===== config.mk =====
export PLATFORM = sky130hd
export DESIGN_NAME = io_executor_flat
export DESIGN_NICKNAME = d
export VERILOG_FILES = /design/src/rtl/scan_pkg.sv /design/src/rtl/exec_if.sv /design/src/rtl/io_executor.sv /design/src/flat_wrapper.sv
export SDC_FILE = /design/constraint.sdc
export NUM_CORES = 1
export LEC_CHECK = 0
export BUFFER_PORTS_ARGS = -buffer_cell sky130_fd_sc_hd__buf_2
export CORE_ASPECT_RATIO = 0.7
export CORE_MARGIN = 10
export CORE_UTILIZATION = 55
export CTS_BUF_LIST = sky130_fd_sc_hd__clkbuf_8
export CTS_CLUSTER_SIZE = 24
export DETAILED_ROUTE_END_ITERATION = 12
export PLACE_DENSITY = 0.86
export SLEW_MARGIN = 20
export SYNTH_ARGS = -nofsm -noshare
export SYNTH_HDL_FRONTEND = slang
export SYNTH_SLANG_ARGS = --single-unit

===== constraint.sdc =====
create_clock -name clk -period 2.1 [get_ports clk]
set_clock_uncertainty 0.1 [all_clocks]
set_input_delay 0.21 -clock clk [delete_from_list [all_inputs] [get_ports clk]]
set_output_delay 0.21 -clock clk [all_outputs]
set_load 0.02 [all_outputs]

===== src/rtl/scan_pkg.sv =====
`default_nettype none

package scan_pkg;

	// ================================================
	// Buffer geometry
	// ================================================

	// 1024 bytes per buffer
	localparam int ADDR_W = 10;
	localparam int DATA_W = 8;

	// One command block is 8 bytes, code byte first
	localparam int BLOCK_BYTES = 8;
	localparam int BLOCK_W = BLOCK_BYTES * DATA_W;
	localparam int CNT_W = $clog2(BLOCK_BYTES);
	localparam logic [CNT_W-1:0] CNT_LAST = CNT_W'(BLOCK_BYTES - 1);

	// Cycles from read address to read data in cmd_buffer
	localparam int BUF_RD_LATENCY = 2;

	// ================================================
	// Command decode
	// ================================================

	// Blocks based below this address are only copied
	localparam logic [ADDR_W-1:0] EXEC_REGION_BASE = ADDR_W'(56);
	localparam logic [DATA_W-1:0] CMD_EXECUTE = 8'h01;

	// Executor wait limit in cycles
	localparam int EXEC_TIMEOUT = 1000;
	localparam int TIMER_W = $clog2(EXEC_TIMEOUT + 1);
	localparam logic [TIMER_W-1:0] TIMER_LAST = TIMER_W'(EXEC_TIMEOUT - 1);

	// Output port width
	localparam int IO_W = 8;

	// Result of one scan
	typedef enum logic [1:0] {
		ST_COPIED     = 2'd0,
		ST_EXECUTED   = 2'd1,
		ST_EXEC_ERROR = 2'd2,
		ST_TIMEOUT    = 2'd3
	} scan_status_e;

endpackage

`default_nettype wire

===== src/rtl/exec_if.sv =====
`timescale 1ns/10ps
`default_nettype none

interface exec_if;

	// Request side, owned by the scanner
	logic start;
	logic [scan_pkg::IO_W-1:0] value;
	logic [scan_pkg::IO_W-1:0] mask;
	logic abort;

	// Result side, one pulse per request unless aborted
	logic done;
	logic error;

	modport scanner (
		output start, value, mask, abort,
		input done, error
	);

	modport executor (
		input start, value, mask, abort,
		output done, error
	);

endinterface

`default_nettype wire


===== src/rtl/io_executor.sv =====
`timescale 1ns/10ps
`default_nettype none

module io_executor (
	input logic clk,
	input logic rst,

	// Request from the scanner
	exec_if.executor ex,

	// External output port and handshake
	output logic [scan_pkg::IO_W-1:0] o_io_out,
	output logic o_io_req,
	input logic i_io_ack,
	input logic i_io_err
);

	logic [scan_pkg::IO_W-1:0] value_q;
	logic [scan_pkg::IO_W-1:0] mask_q;
	logic [scan_pkg::IO_W-1:0] io_out_q;
	logic req_q;
	logic done_q;
	logic error_q;

	// ================================================
	// Request capture
	// ================================================

	// Proposed update is held for the whole transaction
	always_ff @(posedge clk) begin
		if (ex.start && !req_q) begin
			value_q <= ex.value;
			mask_q <= ex.mask;
		end
	end

	// ================================================
	// Transaction control
	// ================================================

	always_ff @(posedge clk) begin
		if (rst) begin
			req_q <= 1'b0;
			io_out_q <= '0;
			done_q <= 1'b0;
			error_q <= 1'b0;
		end else begin
			done_q <= 1'b0;
			error_q <= 1'b0;
			if (ex.abort) begin
				// Abort wins over a late ack, port stays as it was
				req_q <= 1'b0;
			end else if (!req_q) begin
				// Only an idle executor takes a new request
				if (ex.start) begin
					req_q <= 1'b1;
				end
			end else if (i_io_ack) begin
				// Masked bits take the new value, the rest hold
				io_out_q <= (io_out_q & ~mask_q) | (value_q & mask_q);
				req_q <= 1'b0;
				done_q <= 1'b1;
			end else if (i_io_err) begin
				req_q <= 1'b0;
				error_q <= 1'b1;
			end
		end
	end

	assign o_io_out = io_out_q;
	assign o_io_req = req_q;
	assign ex.done = done_q;
	assign ex.error = error_q;

endmodule

`default_nettype wire


===== src/flat_wrapper.sv =====
// flat-port wrapper written by rule: the top's interface ports become plain ports
module io_executor_flat 
  (clk, rst, o_io_out, o_io_req, i_io_ack, i_io_err, ex_start, ex_value, ex_mask, ex_abort, ex_done, ex_error);
  exec_if ex_i ();
  input logic clk;
  input logic rst;
  output logic [scan_pkg::IO_W-1:0] o_io_out;
  output logic o_io_req;
  input logic i_io_ack;
  input logic i_io_err;
  input wire logic [$bits(ex_i.start)-1:0] ex_start;
  input wire logic [$bits(ex_i.value)-1:0] ex_value;
  input wire logic [$bits(ex_i.mask)-1:0] ex_mask;
  input wire logic [$bits(ex_i.abort)-1:0] ex_abort;
  output wire logic [$bits(ex_i.done)-1:0] ex_done;
  output wire logic [$bits(ex_i.error)-1:0] ex_error;
  assign ex_i.start = ex_start;
  assign ex_i.value = ex_value;
  assign ex_i.mask = ex_mask;
  assign ex_i.abort = ex_abort;
  assign ex_done = ex_i.done;
  assign ex_error = ex_i.error;
  io_executor u_core (.clk(clk), .rst(rst), .ex(ex_i), .o_io_out(o_io_out), .o_io_req(o_io_req), .i_io_ack(i_io_ack), .i_io_err(i_io_err));
endmodule

After elaboration in Yosys (flattened, before gate mapping)
Cells that the tools add are included.
{"block": "word_totals", "ff_bits": 27, "in_bits": 22, "out_inout_bits": 11, "wordCells": 24}
{"block": "op_classes", "n_mux": 6, "n_bitwise": 6, "n_reduce_logical": 6}
{"operator": "AND 8 bit", "n": 2}
{"operator": "NOT 8 bit", "n": 1}
{"operator": "bitwise OR 8 bit", "n": 1}
{"operator": "two-way mux 1 bit", "n": 6}
{"operator": "OR reduction 4 bit", "n": 1}
{"operator": "AND reduction 3 bit", "n": 1}
{"operator": "OR reduction 3 bit", "n": 1}
{"operator": "NOT 1 bit", "n": 2}
{"operator": "OR reduction 2 bit", "n": 1}
{"operator": "logical AND 1 bit", "n": 1}
{"operator": "zero test 1 bit", "n": 1}

Longest topological paths before layout
{"block": "logic_depth", "word_depth": 3, "mapped_depth": 3, "mapped_depth_nobuf": 2}

Least setup slack after synthesis
OpenSTA, ideal clock, no wires.
{"block": "synth_path", "path_kind": "register to register", "startpoint": "register u_core.req_q (netlist: u_core.o_io_req)", "endpoint": "register u_core.req_q (netlist: u_core.o_io_req)", "arrival_ns": 1.022, "required_ns": 1.885, "setup_slack_ns": 0.863, "path_stages_with_launch": 3, "n_path_buf": 0, "period_less_slack_ns": 1.237, "cell_sequence": "dfxtp_1 -> and2b_2 -> o21a_1"}
{"block": "synth_between", "elab_chain_cells": 1}
{"item": "start, declared", "line": "io_executor.sv:21", "rtl": "logic req_q;"}
{"item": "start signal, assigned", "line": "io_executor.sv:43", "rtl": "req_q <= 1'b0;"}
{"item": "start signal, assigned", "line": "io_executor.sv:52", "rtl": "req_q <= 1'b0;"}
{"item": "start signal, assigned", "line": "io_executor.sv:56", "rtl": "req_q <= 1'b1;"}
{"item": "two-way mux 1 bit", "line": "io_executor.sv:53", "rtl": "end else if (!req_q) begin"}
No other way between the ends.
A chain may end at the register's enable or synchronous reset.

Worst setup path in the final report
Ends and elaborated chain as after synthesis.

==> results.py <==
metrics = {
    "synth": {
        "yosys.area_share.simple_pct": 20.47,
        "synth.area.mux_share_pct": 7.843,
        "syn-instance-count": 68,
        "synth_top_family_by_area": "simple AND/OR/NAND/NOR gates",
        "synth_area_leader_cell": "edfxtp_1",
        "avgSynthCellArea_um2": 15.01,
        "synth_cell_types": 14,
        "ys_ff_latch": 27,
        "synth_compound_gate_area_share_pct": 0.7353,
        "synth_adder_area_share_pct": 0,
        "synth_xor_area_share_pct": 0,
        "synth_area_um2": 1021,
        "yosysTopAreaCellShare_pct": 47.06,
        "ys_seq_area_share_pct": 68.63,
        "yosysWarningCount": 0,
        "syn_nets": 90,
        "synth_area_leaders": "edfxtp_1 (47%), dfxtp_1 (22%), nand2b_1 (9.8%)",
    },
    "power": {
        "finalPower_uw": 930.3,
        "power-per-cell-area_nw_per_um2": 739.1,
        "p_leak_nw": 0.5605,
        "irDropWorstVdd_mv": 0.5396,
    },
    "setup_path": {
        "cp_max_fo": 17,
        "critical_path.top_delay_family": "flip-flops",
        "cp.arrival_ps": 1470,
        "crit_buf_inv": 0,
        "cp_slowest_cell": "dfxtp_1",
        "path_cells": "and2b_2 > o21a_1",
        "crit_path_end_kind": "flip-flop",
        "startpoint_type": "flip-flop",
        "cpPeakStageDelay_ps": 560,
        "cp.required_ps": 2180,
        "critPathKind": "reg2reg",
    },
    "clock_tree": {
        "htreeDepth": 1,
        "cts_resized": 0,
        "cts_post_setup_buffers_inserted": 0,
        "clock_sinks": 27,
        "numCtsBuffers": 3,
        "cts_buffer_depth": 2,
        "root_buffer": "clkbuf_8",
        "cts_tree": "yes",
        "insertion_delay_ps": 270,
        "clkTransAtPathRegs_ps": 80,
    },
    "grt": {
        "overflow": 0,
        "grt_pass1_vias": 681,
        "antenna_found_initial": 0,
        "grt_pass1_wl_um": 3077,
        "grt_use_total_pct": 9.873,
        "grt_max_degree": 18,
    },
    "finish": {
        "mostFrequentLayoutCell": "buf_2",
        "finalNetCount": 127,
        "syn_to_final_growth_pct": 23.28,
        "drive_gt1_share_pct": 36.54,
        "num_antenna_cells": 0,
        "final_cells": 125,
        "stdcell_area_um2": 1259,
        "most-common-layout-cells": "buf_2 (32), nand2b_1 (16), edfxtp_1 (16)",
    },
    "place": {
        "placedCellCount": 118,
        "postPlaceCellArea_um2": 1184,
        "port_buffers": 32,
        "routabilityCongestion": 0.6844,
    },
    "floorplan": {
        "core_um2": 1667,
        "die-width_um": 71.50,
        "std_cell_rows": 12,
        "die_area_um2": 4007,
        "die_y_um": 56.05,
        "initial_core_util_pct": 61.26,
        "ios": 33,
    },
    "sta": {
        "slew_viol_final": 0,
        "relSlewSlack_pct": 74.01,
        "finalHoldViolations": 0,
        "final.setup.tns_ps": 0,
        "rsz0062_at_grt": "no",
        "finalSetupViolations": 0,
        "fmax_mhz": 717.9,
        "hold_slack_ps": 8.394,
        "finalCritPeriodShare_pct": 66.33,
        "tightest_slew_ps": 389.3,
        "period_needed_ps": 1393,
    },
    "run": {
        "drv_cap": 0,
    },
    "drt": {
        "ant_nets": 0,
        "wire_per_inst_um": 15.25,
        "vias_per_cell": 5.160,
        "dr.pass1.iters": 4,
        "wirelength_um": 1906,
        "first_iter_violations": 40,
        "num_vias": 645,
        "remaining_drc_errors": 0,
    },
    "hold_path": {
        "min_path_type": "in2reg",
    },
    "outcome": {
        "status": "completed",
    },
}
-- kinds of logic after synthesis --
kind of cell,Yosys count
flip-flops,27
AND/OR/NAND/NOR,29
AO/OA/AOI/OAI,1
buffers and inverters,3
multiplexers,8
-- stage by stage --
step           util, %  setup WS [ps]
4_1_cts          73.72          699.4
5_1_grt          75.53          612.6
6_report         75.53          707.0
3_5_place_dp     71.02          711.7
2_1_floorplan        -          863.5
3_3_place_gp     71.02          764.3
-- cell usage after synthesis --
| library cell | count |
|---|---|
| buf_6 | 1 |
| and4b_2 | 1 |
| nor2_1 | 1 |
| nand4b_1 | 8 |
| and3_2 | 1 |
| buf_4 | 1 |
| dfxtp_1 | 11 |
| and2b_2 | 1 |
| nand2b_1 | 16 |
| mux2i_1 | 8 |
| edfxtp_1 | 16 |
| nor3b_1 | 1 |
| o21a_1 | 1 |
| clkbuf_2 | 1 |
-- routing by layer --
metal / routed length, µm / track usage (%)
met1: 818 / 10.35
met4: 53 / 5.753
met2: 898 / 15.38
met3: 135 / 5.160
met5: 0 / 0
-- what timing repair did --
item / in CTS / in global routing
hold buffers: 0 / 3
hold endpoints to repair: 0 / 3
setup endpoints to repair: 0 / 0
-- worst paths after layout --
| path | from | endpoint | slack, ps | cells after the start |
|---|---|---|---|---|
| max | u_core.o_io_req | u_core.o_io_req | 710 | 2 |
| min | ex_value[0] | u_core.value_q[0] | 8 | 1 |
| max reg2reg | u_core.o_io_req | u_core.o_io_req | 710 | 2 |
| min reg2reg | flip-flop | flip-flop | 380 | 2 |
-- report_power, final --
group	internal (mW)	switching, mW	total [mW]
clock network	0.131	0.147	0.278
logic	0.0313	0.0287	0.0600
registers	0.584	0.00829	0.593
-- layout make-up --
cell class,count,area [µm²]
clock inverters,1,3.754
multi-input cells,38,296.5
repair buffers,35,190.2
flip-flops and latches,27,700.7
well taps,21,26.28
fillers,109,407.9
clock buffers,3,41.29
No activity file was read; power rests on OpenSTA's default activity.
