--- src/rtl/scan_pkg.sv ---
`default_nettype none

package scan_pkg;

	// ================================================
	// Buffer geometry
	// ================================================

	// 1024 bytes per buffer
	localparam int ADDR_W = 10;
	localparam int DATA_W = 8;

	// One command block is 8 bytes, code byte first
	localparam int BLOCK_BYTES = 8;
	localparam int BLOCK_W = BLOCK_BYTES * DATA_W;
	localparam int CNT_W = $clog2(BLOCK_BYTES);
	localparam logic [CNT_W-1:0] CNT_LAST = CNT_W'(BLOCK_BYTES - 1);

	// Cycles from read address to read data in cmd_buffer
	localparam int BUF_RD_LATENCY = 2;

	// ================================================
	// Command decode
	// ================================================

	// Blocks based below this address are only copied
	localparam logic [ADDR_W-1:0] EXEC_REGION_BASE = ADDR_W'(56);
	localparam logic [DATA_W-1:0] CMD_EXECUTE = 8'h01;

	// Executor wait limit in cycles
	localparam int EXEC_TIMEOUT = 1000;
	localparam int TIMER_W = $clog2(EXEC_TIMEOUT + 1);
	localparam logic [TIMER_W-1:0] TIMER_LAST = TIMER_W'(EXEC_TIMEOUT - 1);

	// Output port width
	localparam int IO_W = 8;

	// Result of one scan
	typedef enum logic [1:0] {
		ST_COPIED     = 2'd0,
		ST_EXECUTED   = 2'd1,
		ST_EXEC_ERROR = 2'd2,
		ST_TIMEOUT    = 2'd3
	} scan_status_e;

endpackage

`default_nettype wire
--- src/rtl/exec_if.sv ---
`timescale 1ns/10ps
`default_nettype none

interface exec_if;

	// Request side, owned by the scanner
	logic start;
	logic [scan_pkg::IO_W-1:0] value;
	logic [scan_pkg::IO_W-1:0] mask;
	logic abort;

	// Result side, one pulse per request unless aborted
	logic done;
	logic error;

	modport scanner (
		output start, value, mask, abort,
		input done, error
	);

	modport executor (
		input start, value, mask, abort,
		output done, error
	);

endinterface

`default_nettype wire

--- src/rtl/cmd_scanner.sv ---
`timescale 1ns/10ps
`default_nettype none

module cmd_scanner (
	input logic clk,
	input logic rst,

	// Host scan control
	input logic i_scan_start,
	input logic [scan_pkg::ADDR_W-1:0] i_scan_base,
	output logic o_scan_done,
	output scan_pkg::scan_status_e o_scan_status,

	// Command buffer read
	output logic [scan_pkg::ADDR_W-1:0] o_cmd_rd_addr,
	input logic [scan_pkg::DATA_W-1:0] i_cmd_rd_data,

	// Echo buffer write
	output logic o_echo_wr_en,
	output logic [scan_pkg::ADDR_W-1:0] o_echo_wr_addr,
	output logic [scan_pkg::DATA_W-1:0] o_echo_wr_data,

	// Executor request
	exec_if.scanner ex
);

	typedef enum logic [2:0] {
		S_IDLE,
		S_READ,
		S_DRAIN,
		S_CLASSIFY,
		S_EXEC,
		S_ECHO,
		S_DONE
	} state_e;

	state_e state;

	logic [scan_pkg::ADDR_W-1:0] base_q;
	logic exec_region_q;
	logic [scan_pkg::ADDR_W-1:0] rd_addr_q;
	logic [scan_pkg::CNT_W-1:0] byte_cnt;
	logic [scan_pkg::BUF_RD_LATENCY-1:0] rd_pipe;
	logic rd_issue;
	logic rd_capture;
	logic [scan_pkg::BLOCK_W-1:0] block_q;
	logic [scan_pkg::ADDR_W-1:0] echo_addr_q;
	logic [scan_pkg::TIMER_W-1:0] timer_q;
	scan_pkg::scan_status_e status_q;
	logic start_q;
	logic abort_q;
	logic [scan_pkg::IO_W-1:0] value_q;
	logic [scan_pkg::IO_W-1:0] mask_q;

	// Byte 0 is the code, byte 1 the value, byte 2 the mask
	logic [scan_pkg::DATA_W-1:0] code_byte;
	logic [scan_pkg::DATA_W-1:0] value_byte;
	logic [scan_pkg::DATA_W-1:0] mask_byte;

	assign code_byte = block_q[scan_pkg::BLOCK_W-1 -: scan_pkg::DATA_W];
	assign value_byte = block_q[scan_pkg::BLOCK_W-scan_pkg::DATA_W-1 -: scan_pkg::DATA_W];
	assign mask_byte = block_q[scan_pkg::BLOCK_W-2*scan_pkg::DATA_W-1 -: scan_pkg::DATA_W];

	// ================================================
	// Scan FSM
	// ================================================

	always_ff @(posedge clk) begin
		if (rst) begin
			state <= S_IDLE;
			byte_cnt <= '0;
			timer_q <= '0;
			status_q <= scan_pkg::ST_COPIED;
			start_q <= 1'b0;
			abort_q <= 1'b0;
		end else begin
			// Request pulses last one cycle
			start_q <= 1'b0;
			abort_q <= 1'b0;
			case (state)
				S_IDLE: begin
					// Start is only seen here, so a busy scan ignores it
					if (i_scan_start) begin
						byte_cnt <= '0;
						state <= S_READ;
					end
				end
				S_READ: begin
					// One read per cycle, 8 in a row
					byte_cnt <= byte_cnt + 1'b1;
					if (byte_cnt == scan_pkg::CNT_LAST) begin
						state <= S_DRAIN;
					end
				end
				S_DRAIN: begin
					// Wait until the last byte has landed in block_q
					if (rd_pipe == '0) begin
						state <= S_CLASSIFY;
					end
				end
				S_CLASSIFY: begin
					byte_cnt <= '0;
					timer_q <= '0;
					if (exec_region_q && code_byte == scan_pkg::CMD_EXECUTE) begin
						start_q <= 1'b1;
						state <= S_EXEC;
					end else begin
						status_q <= scan_pkg::ST_COPIED;
						state <= S_ECHO;
					end
				end
				S_EXEC: begin
					if (ex.done) begin
						status_q <= scan_pkg::ST_EXECUTED;
						state <= S_ECHO;
					end else if (ex.error) begin
						// Failed command leaves the echo untouched
						status_q <= scan_pkg::ST_EXEC_ERROR;
						state <= S_DONE;
					end else if (timer_q == scan_pkg::TIMER_LAST) begin
						// Pull the executor back to idle
						abort_q <= 1'b1;
						status_q <= scan_pkg::ST_TIMEOUT;
						state <= S_DONE;
					end else begin
						timer_q <= timer_q + 1'b1;
					end
				end
				S_ECHO: begin
					byte_cnt <= byte_cnt + 1'b1;
					if (byte_cnt == scan_pkg::CNT_LAST) begin
						state <= S_DONE;
					end
				end
				S_DONE: begin
					state <= S_IDLE;
				end
				default: begin
					state <= S_IDLE;
				end
			endcase
		end
	end

	// ================================================
	// Address and block datapath
	// ================================================

	assign rd_issue = (state == S_READ);
	assign rd_capture = rd_pipe[scan_pkg::BUF_RD_LATENCY-1];

	// Tracks reads in flight through the buffer pipeline
	always_ff @(posedge clk) begin
		if (rst) begin
			rd_pipe <= '0;
		end else begin
			rd_pipe <= {rd_pipe[scan_pkg::BUF_RD_LATENCY-2:0], rd_issue};
		end
	end

	// Base and region are latched when a scan is accepted
	always_ff @(posedge clk) begin
		if (state == S_IDLE && i_scan_start) begin
			base_q <= i_scan_base;
			exec_region_q <= (i_scan_base >= scan_pkg::EXEC_REGION_BASE);
			rd_addr_q <= i_scan_base;
		end else if (rd_issue) begin
			rd_addr_q <= rd_addr_q + 1'b1;
		end
	end

	// Bytes enter at the bottom and leave at the top, byte 0 first
	always_ff @(posedge clk) begin
		if (rd_capture) begin
			block_q <= {block_q[scan_pkg::BLOCK_W-scan_pkg::DATA_W-1:0], i_cmd_rd_data};
		end else if (o_echo_wr_en) begin
			block_q <= {block_q[scan_pkg::BLOCK_W-scan_pkg::DATA_W-1:0],
				{scan_pkg::DATA_W{1'b0}}};
		end
	end

	// Echo lands at the same address as the command
	always_ff @(posedge clk) begin
		if (state == S_CLASSIFY) begin
			echo_addr_q <= base_q;
		end else if (o_echo_wr_en) begin
			echo_addr_q <= echo_addr_q + 1'b1;
		end
	end

	// Value and mask go out with the start pulse
	always_ff @(posedge clk) begin
		if (state == S_CLASSIFY) begin
			value_q <= value_byte;
			mask_q <= mask_byte;
		end
	end

	// ================================================
	// Outputs
	// ================================================

	assign o_cmd_rd_addr = rd_addr_q;
	assign o_echo_wr_en = (state == S_ECHO);
	assign o_echo_wr_addr = echo_addr_q;
	assign o_echo_wr_data = code_byte;

	// Status holds from the end of the scan until the next one
	assign o_scan_done = (state == S_DONE);
	assign o_scan_status = status_q;

	assign ex.start = start_q;
	assign ex.abort = abort_q;
	assign ex.value = value_q;
	assign ex.mask = mask_q;

endmodule

`default_nettype wire

--- src/flat_wrapper.sv ---
// flat-port wrapper written by rule: the top's interface ports become plain ports
module cmd_scanner_flat 
  (clk, rst, i_scan_start, i_scan_base, o_scan_done, o_scan_status, o_cmd_rd_addr, i_cmd_rd_data, o_echo_wr_en, o_echo_wr_addr, o_echo_wr_data, ex_start, ex_value, ex_mask, ex_abort, ex_done, ex_error);
  exec_if ex_i ();
  input logic clk;
  input logic rst;
  input logic i_scan_start;
  input logic [scan_pkg::ADDR_W-1:0] i_scan_base;
  output logic o_scan_done;
  output scan_pkg::scan_status_e o_scan_status;
  output logic [scan_pkg::ADDR_W-1:0] o_cmd_rd_addr;
  input logic [scan_pkg::DATA_W-1:0] i_cmd_rd_data;
  output logic o_echo_wr_en;
  output logic [scan_pkg::ADDR_W-1:0] o_echo_wr_addr;
  output logic [scan_pkg::DATA_W-1:0] o_echo_wr_data;
  output wire logic [$bits(ex_i.start)-1:0] ex_start;
  output wire logic [$bits(ex_i.value)-1:0] ex_value;
  output wire logic [$bits(ex_i.mask)-1:0] ex_mask;
  output wire logic [$bits(ex_i.abort)-1:0] ex_abort;
  input wire logic [$bits(ex_i.done)-1:0] ex_done;
  input wire logic [$bits(ex_i.error)-1:0] ex_error;
  assign ex_start = ex_i.start;
  assign ex_value = ex_i.value;
  assign ex_mask = ex_i.mask;
  assign ex_abort = ex_i.abort;
  assign ex_i.done = ex_done;
  assign ex_i.error = ex_error;
  cmd_scanner u_core (.clk(clk), .rst(rst), .i_scan_start(i_scan_start), .i_scan_base(i_scan_base), .o_scan_done(o_scan_done), .o_scan_status(o_scan_status), .o_cmd_rd_addr(o_cmd_rd_addr), .i_cmd_rd_data(i_cmd_rd_data), .o_echo_wr_en(o_echo_wr_en), .o_echo_wr_addr(o_echo_wr_addr), .o_echo_wr_data(o_echo_wr_data), .ex(ex_i));
endmodule
--- config.mk ---
export PLATFORM = sky130hd
export DESIGN_NAME = cmd_scanner_flat
export DESIGN_NICKNAME = d
export VERILOG_FILES = /design/src/rtl/scan_pkg.sv /design/src/rtl/exec_if.sv /design/src/rtl/cmd_scanner.sv /design/src/flat_wrapper.sv
export SDC_FILE = /design/constraint.sdc
export NUM_CORES = 1
export LEC_CHECK = 0
export ABC_AREA = 1
export BUFFER_PORTS_ARGS = -buffer_cell sky130_fd_sc_hd__buf_4
export CAP_MARGIN = 5
export CORE_ASPECT_RATIO = 0.9
export CORE_MARGIN = 3
export CORE_UTILIZATION = 60
export CTS_CLUSTER_SIZE = 10
export DETAILED_ROUTE_END_ITERATION = 8
export GPL_TIMING_DRIVEN = 0
export PLACE_DENSITY_LB_ADDON = 0.1
export SYNTH_ARGS = -nofsm -noshare
export SYNTH_HDL_FRONTEND = slang
export SYNTH_SLANG_ARGS = --single-unit
--- constraint.sdc ---
create_clock -name clk -period 7.99 [get_ports clk]
set_clock_uncertainty 0.05 [all_clocks]
set_input_delay 0.3995 -clock clk [delete_from_list [all_inputs] [get_ports clk]]
set_output_delay 0.3995 -clock clk [all_outputs]
set_load 0.005 [all_outputs]
Word level (Yosys, flattened, before mapping) --
Index checks and enable logic that the tools add are counted. Widths: inputs -> output; s select.
Storage, ports and cells: register bits 133, input bits 23, output and inout bits 50, logic and storage cells 83
Operators by class: add/sub/neg operators 4, $lt $le $gt $ge 1, eq/ne operators 18, mux-type cells 28, bitwise gates (word level) 2, reductions and logical operators 16
Operators with widths (count):
- $mux 64 | 2
- $mux 10 | 7
- $add 10x1->10 const B | 3
- $mux 3 | 8
- $pmux 10 s2 | 1
- $pmux 3 s6 | 1
- $eq 3x3->1 const B | 4
- $ne 2x2->1 const B | 6
- $eq 10x10->1 const B | 1
- $ge 10x6->1 const B | 1
- $pmux 3 s3 | 1
- $eq 8x1->1 const B | 1
- $mux 2 | 4
- $reduce_bool 2->1 | 4
- $eq 3x2->1 const B | 2
- $reduce_and 5->1 | 1
- $ne 2x1->1 const B | 2
- $ne 4x3->1 const B | 1
- $pmux 2 s2 | 1
- $reduce_and 4->1 | 1
- $reduce_or 2->1 | 2
- $reduce_or 4->1 | 1
- $add 3x1->3 const B | 1
- $eq 3x1->1 const B | 1
- 8 further kinds | 12

Longest topological paths before layout --
depth after elaboration 5, mapped depth 11, depth with buffers taken out 10

Least setup slack after synthesis --
Ideal clock, no wire load.
kind register -> register, from register u_core.state[0], to register u_core.block_q[0] (netlist bit), enable pin, arrival time 2.426 ns, required time 7.516 ns, slack 5.090 ns, cell stages (with the launch flop) 7, buffers on the path 0, path through dfxtp_1 -> inv_2 -> nor2_1 -> inv_1 -> nor2_1 -> inv_1 -> nand2_1
On the way: longest elaborated chain between the ends 2
Ends and longest elaborated chain:
- start: declaration | line cmd_scanner.sv:37 | state_e state;
- start signal: assignment | line cmd_scanner.sv:70 | state <= S_IDLE;
- start signal: assignment | line cmd_scanner.sv:85 | state <= S_READ;
- start signal: assignment | line cmd_scanner.sv:92 | state <= S_DRAIN;
- $eq 3x3->1 | line cmd_scanner.sv:204 | assign o_echo_wr_en = (state == S_ECHO);
- net o_echo_wr_en | line flat_wrapper.sv:13 | output logic o_echo_wr_en;
- $reduce_bool 2->1 (no source line)
- end signal: assignment | line cmd_scanner.sv:175 | block_q <= {block_q[scan_pkg::BLOCK_W-scan_pkg::DATA_W-1:0], i_cmd_rd_data};
- end signal: assignment | line cmd_scanner.sv:177 | block_q <= {block_q[scan_pkg::BLOCK_W-scan_pkg::DATA_W-1:0],
- end: declaration | line cmd_scanner.sv:46 | logic [scan_pkg::BLOCK_W-1:0] block_q;
The timed path passes the listed nets, and every way through them passes these cells. A chain may end at the register's enable or synchronous reset.

Final worst setup path --
from register u_core.state[0], to register u_core.block_q[44] (netlist bit), enable pin
On the way: longest elaborated chain between the ends 2
Ends and longest elaborated chain (line):
- $eq 3x3->1 | cmd_scanner.sv:204
- $reduce_bool 2->1 (no source line)
No other way between the ends.

==> results summary <==
TritonCTS built the clock tree. The maximum fanout count along the critical path came out at 42. The final period utilization is 30.0%. The sequential area share after synthesis is between 70% and 80%. The final antenna-violating net count came out at 0. The routed design could run at a clock period as short as 2.40 ns. The count of final max-slew check failures came out at 0. The worst hold path begins at i_scan_base[0].

The row count is 31. The number of warnings issued by yosys is 0. The floorplan die width came out at 104 um.

The flow ran to the end, and the final reports show no timing, DRC or antenna violations. STA classifies the critical path startpoint as a register. The remaining design rule violation count came out at 0. The final setup violation count came out at 0. In this run, post-CTS hold repair placed 0 buffers. The initial utilization of the core area, before any placement, comes to 63.3%. The initial antenna violation count was 0. The worst path arrival time came out at 2.55 ns. Clock-pin slew was measured on the worst setup and hold paths at ~0.060 ns. After synthesis the cells add up to 5230 um^2. The net count of the finished layout is 561. The total routing usage reported by global routing is 20.6%.

The first TritonRoute pass finished after 5 iterations. The number of distinct library cells after synthesis came out at 30. Hold is met by 0.0241 ns. The final total negative setup slack is 0 ns. The violation count after the first detailed-routing iteration is 236. The die is 94.6 um tall. STA classifies the critical path endpoint as a register.

The proportion of layout cells with a drive suffix above 1 came out at 23.4%. The number of I/O pins came out at 73. The library cell used most frequently in the layout, excluding fill and tap cells, is edfxtp_1. The worst-case vdd ir drop came out at 201 uV. The number of global-route vias before repair is 3,265. The final core utilization came out at 79.1%.

Power spread over the standard cell area amounts to 315 nW/um^2. At the pin with the least slew margin, the transition time is 0.555 ns. The clock network latency to the later pin of the worst-skew pair came out at 0.51 ns.

The worst register-to-register path begins at u_core.state[0]. The total grt overflow came out at 0. The antenna diode instance count came out at 0. The routed via count came out at 3,468. The static leakage came out at 2.58 nW.

The required time reported for the critical path endpoint is just over 8 ns. In this run the standard cell core region covers 8260 um^2. The number of hold violations in the final report was 0.

The top cell types in the final layout, fill and taps aside, are edfxtp_1, nand2_1, buf_4, inv_1, nor2_1. Setup repair after global routing left no endpoint under its margin. The H-tree was split into 4 levels. The relative slew slack came out at between 60 and 70%. From synthesis to final layout, the design area changed by 24.8%. The global placement routability congestion is ~0.9. In this run the tool buffered the top-level ports with 71 buffer cells.

The setup path with the least slack is of type reg2reg. Post-CTS timing repair inserted 0 buffers for setup. The die covers 9880 um^2. The final standard cell area without fillers is 6530 um^2. The most critical setup path has its startpoint at u_core.state[0]. Synthesis produced 442 cells. The number of nets in the synthesized netlist is 470.

The routed length per placed instance came out at 14.7 um. In this run the deepest clock path goes through 2 buffers. Clock tree synthesis inserted a total of 17 buffers. The clock root buffer is clkbuf_8. The number of register bits inferred by synthesis is approximately 130. The first global-routing pass estimated 15,500 um of wire. The HPWL reported at the end of detailed placement came out at 6330 um.

The worst hold path belongs to the class in2reg. The largest net degree at the start of global routing is 43. The total clock sinks came out at around 130.

The total power is 2.06 mW. The number of instances resized during post-cts repair is 0. Wires add up to 9730 um. The placed standard-cell area came out at 5930 um^2. The average instance area after synthesis came out at ~12 um^2.

The tool flagged a number of max-cap violations equal to 0. Timing would allow up to 0.417 GHz. After detailed routing, the number of vias per cell comes to 5.25.
==> area by class of cell <==
class / count / area (um^2)
flip-flops and latches: 133 / 3770
clock inverters: 15 / 186
plain buffers: 17 / 101
repair buffers: 72 / 553
well taps: 115 / 144
multi-input cells: 248 / 1190
clock buffers: 17 / 414
inverters: 44 / 168
fillers: 488 / 1730
==> cell families (layout without fill, tap and decap cells) <==
logic type	count (synthesis)	after routing	synth area share (%)
DFF	133	133	72.1
xor gates and xnor gates	10	10	1.67
adders and majority gates	5	5	1.20
and+or+nand+nor	196	196	16.2
buffers and inverters	61	165	5.14
AOI/OAI and AO/OA	37	37	3.71
==> through the flow <==
step                worst slack (ns)  instances
floorplan                       5.09        442
global route                    5.36        661
detailed placement              5.61        629
finish                          5.59        661
global placement                4.44        628
CTS                             5.59        661
==> synth_stat cells (all sizes together) <==
cell type	instances	area share, %
nor4	2	0.24
nor3b	1	0.14
xnor2	5	0.84
o21bai	1	0.14
o21ai	16	1.5
nor3	4	0.60
nand4	7	0.84
buf	14	1.7
edfxtp	111	64
ha	5	1.2
nor2	40	3.1
nand3	34	3.3
nand2	107	7.9
o211ai	1	0.14
a21oi	17	1.6
xor2	5	0.84
inv	44	3.2
nand3b	1	0.14
dfxtp	22	8.4
clkbuf	3	0.22
o31ai	1	0.14
a31oi	1	0.12
==> critical path: stages (launching register included) <==
cell and delay [ns]:
dfxtp_1 0.43, inv_2 0.10, nor2_1 0.30, inv_1 0.15, nor2_1 0.21, inv_1 0.10
nand2_2 0.43, buf_12 0.29
==> path summary, 6_finish.rpt <==
path	endpoint	slack, ns	cells past startpoint
setup reg to reg	u_core.block_q[44]	5.59	7
setup / recovery	u_core.block_q[44]	5.59	7
hold / removal	u_core.base_q[0]	0.02	1
hold reg to reg	u_core.block_q[35]	0.37	0
==> flip-flops by register name (all words and copies together) (netlist names), 8 cells and up <==
name and count:
u_core.block_q 64, u_core.o_cmd_rd_addr 10, u_core.ex.value 8, u_core.o_echo_wr_addr 10, u_core.base_q 10, u_core.ex.mask 8
u_core.timer_q 10
==> power breakdown <==
| part | internal [mW] | leakage, nW | switching, mW |
|---|---|---|---|
| clock | 0.460 | 0.295 | 0.316 |
| sequential | 0.898 | 1.20 | 0.0647 |
| combinational | 0.131 | 1.09 | 0.192 |
==> metal layers <==
metal / GRT usage (%) / part of all wire, % / wire [um] / up-vias
met3: 5.54 / 6.4 / 625 / 14
met4: 8.19 / 1.3 / 124 / 0
met5: 0 / 0 / 0 / -
li1: - / - / - / 1697
met1: 25.3 / 41 / 3980 / 1617
met2: 35.2 / 51 / 5000 / 140
No activity file was read; power rests on OpenSTA's default activity.
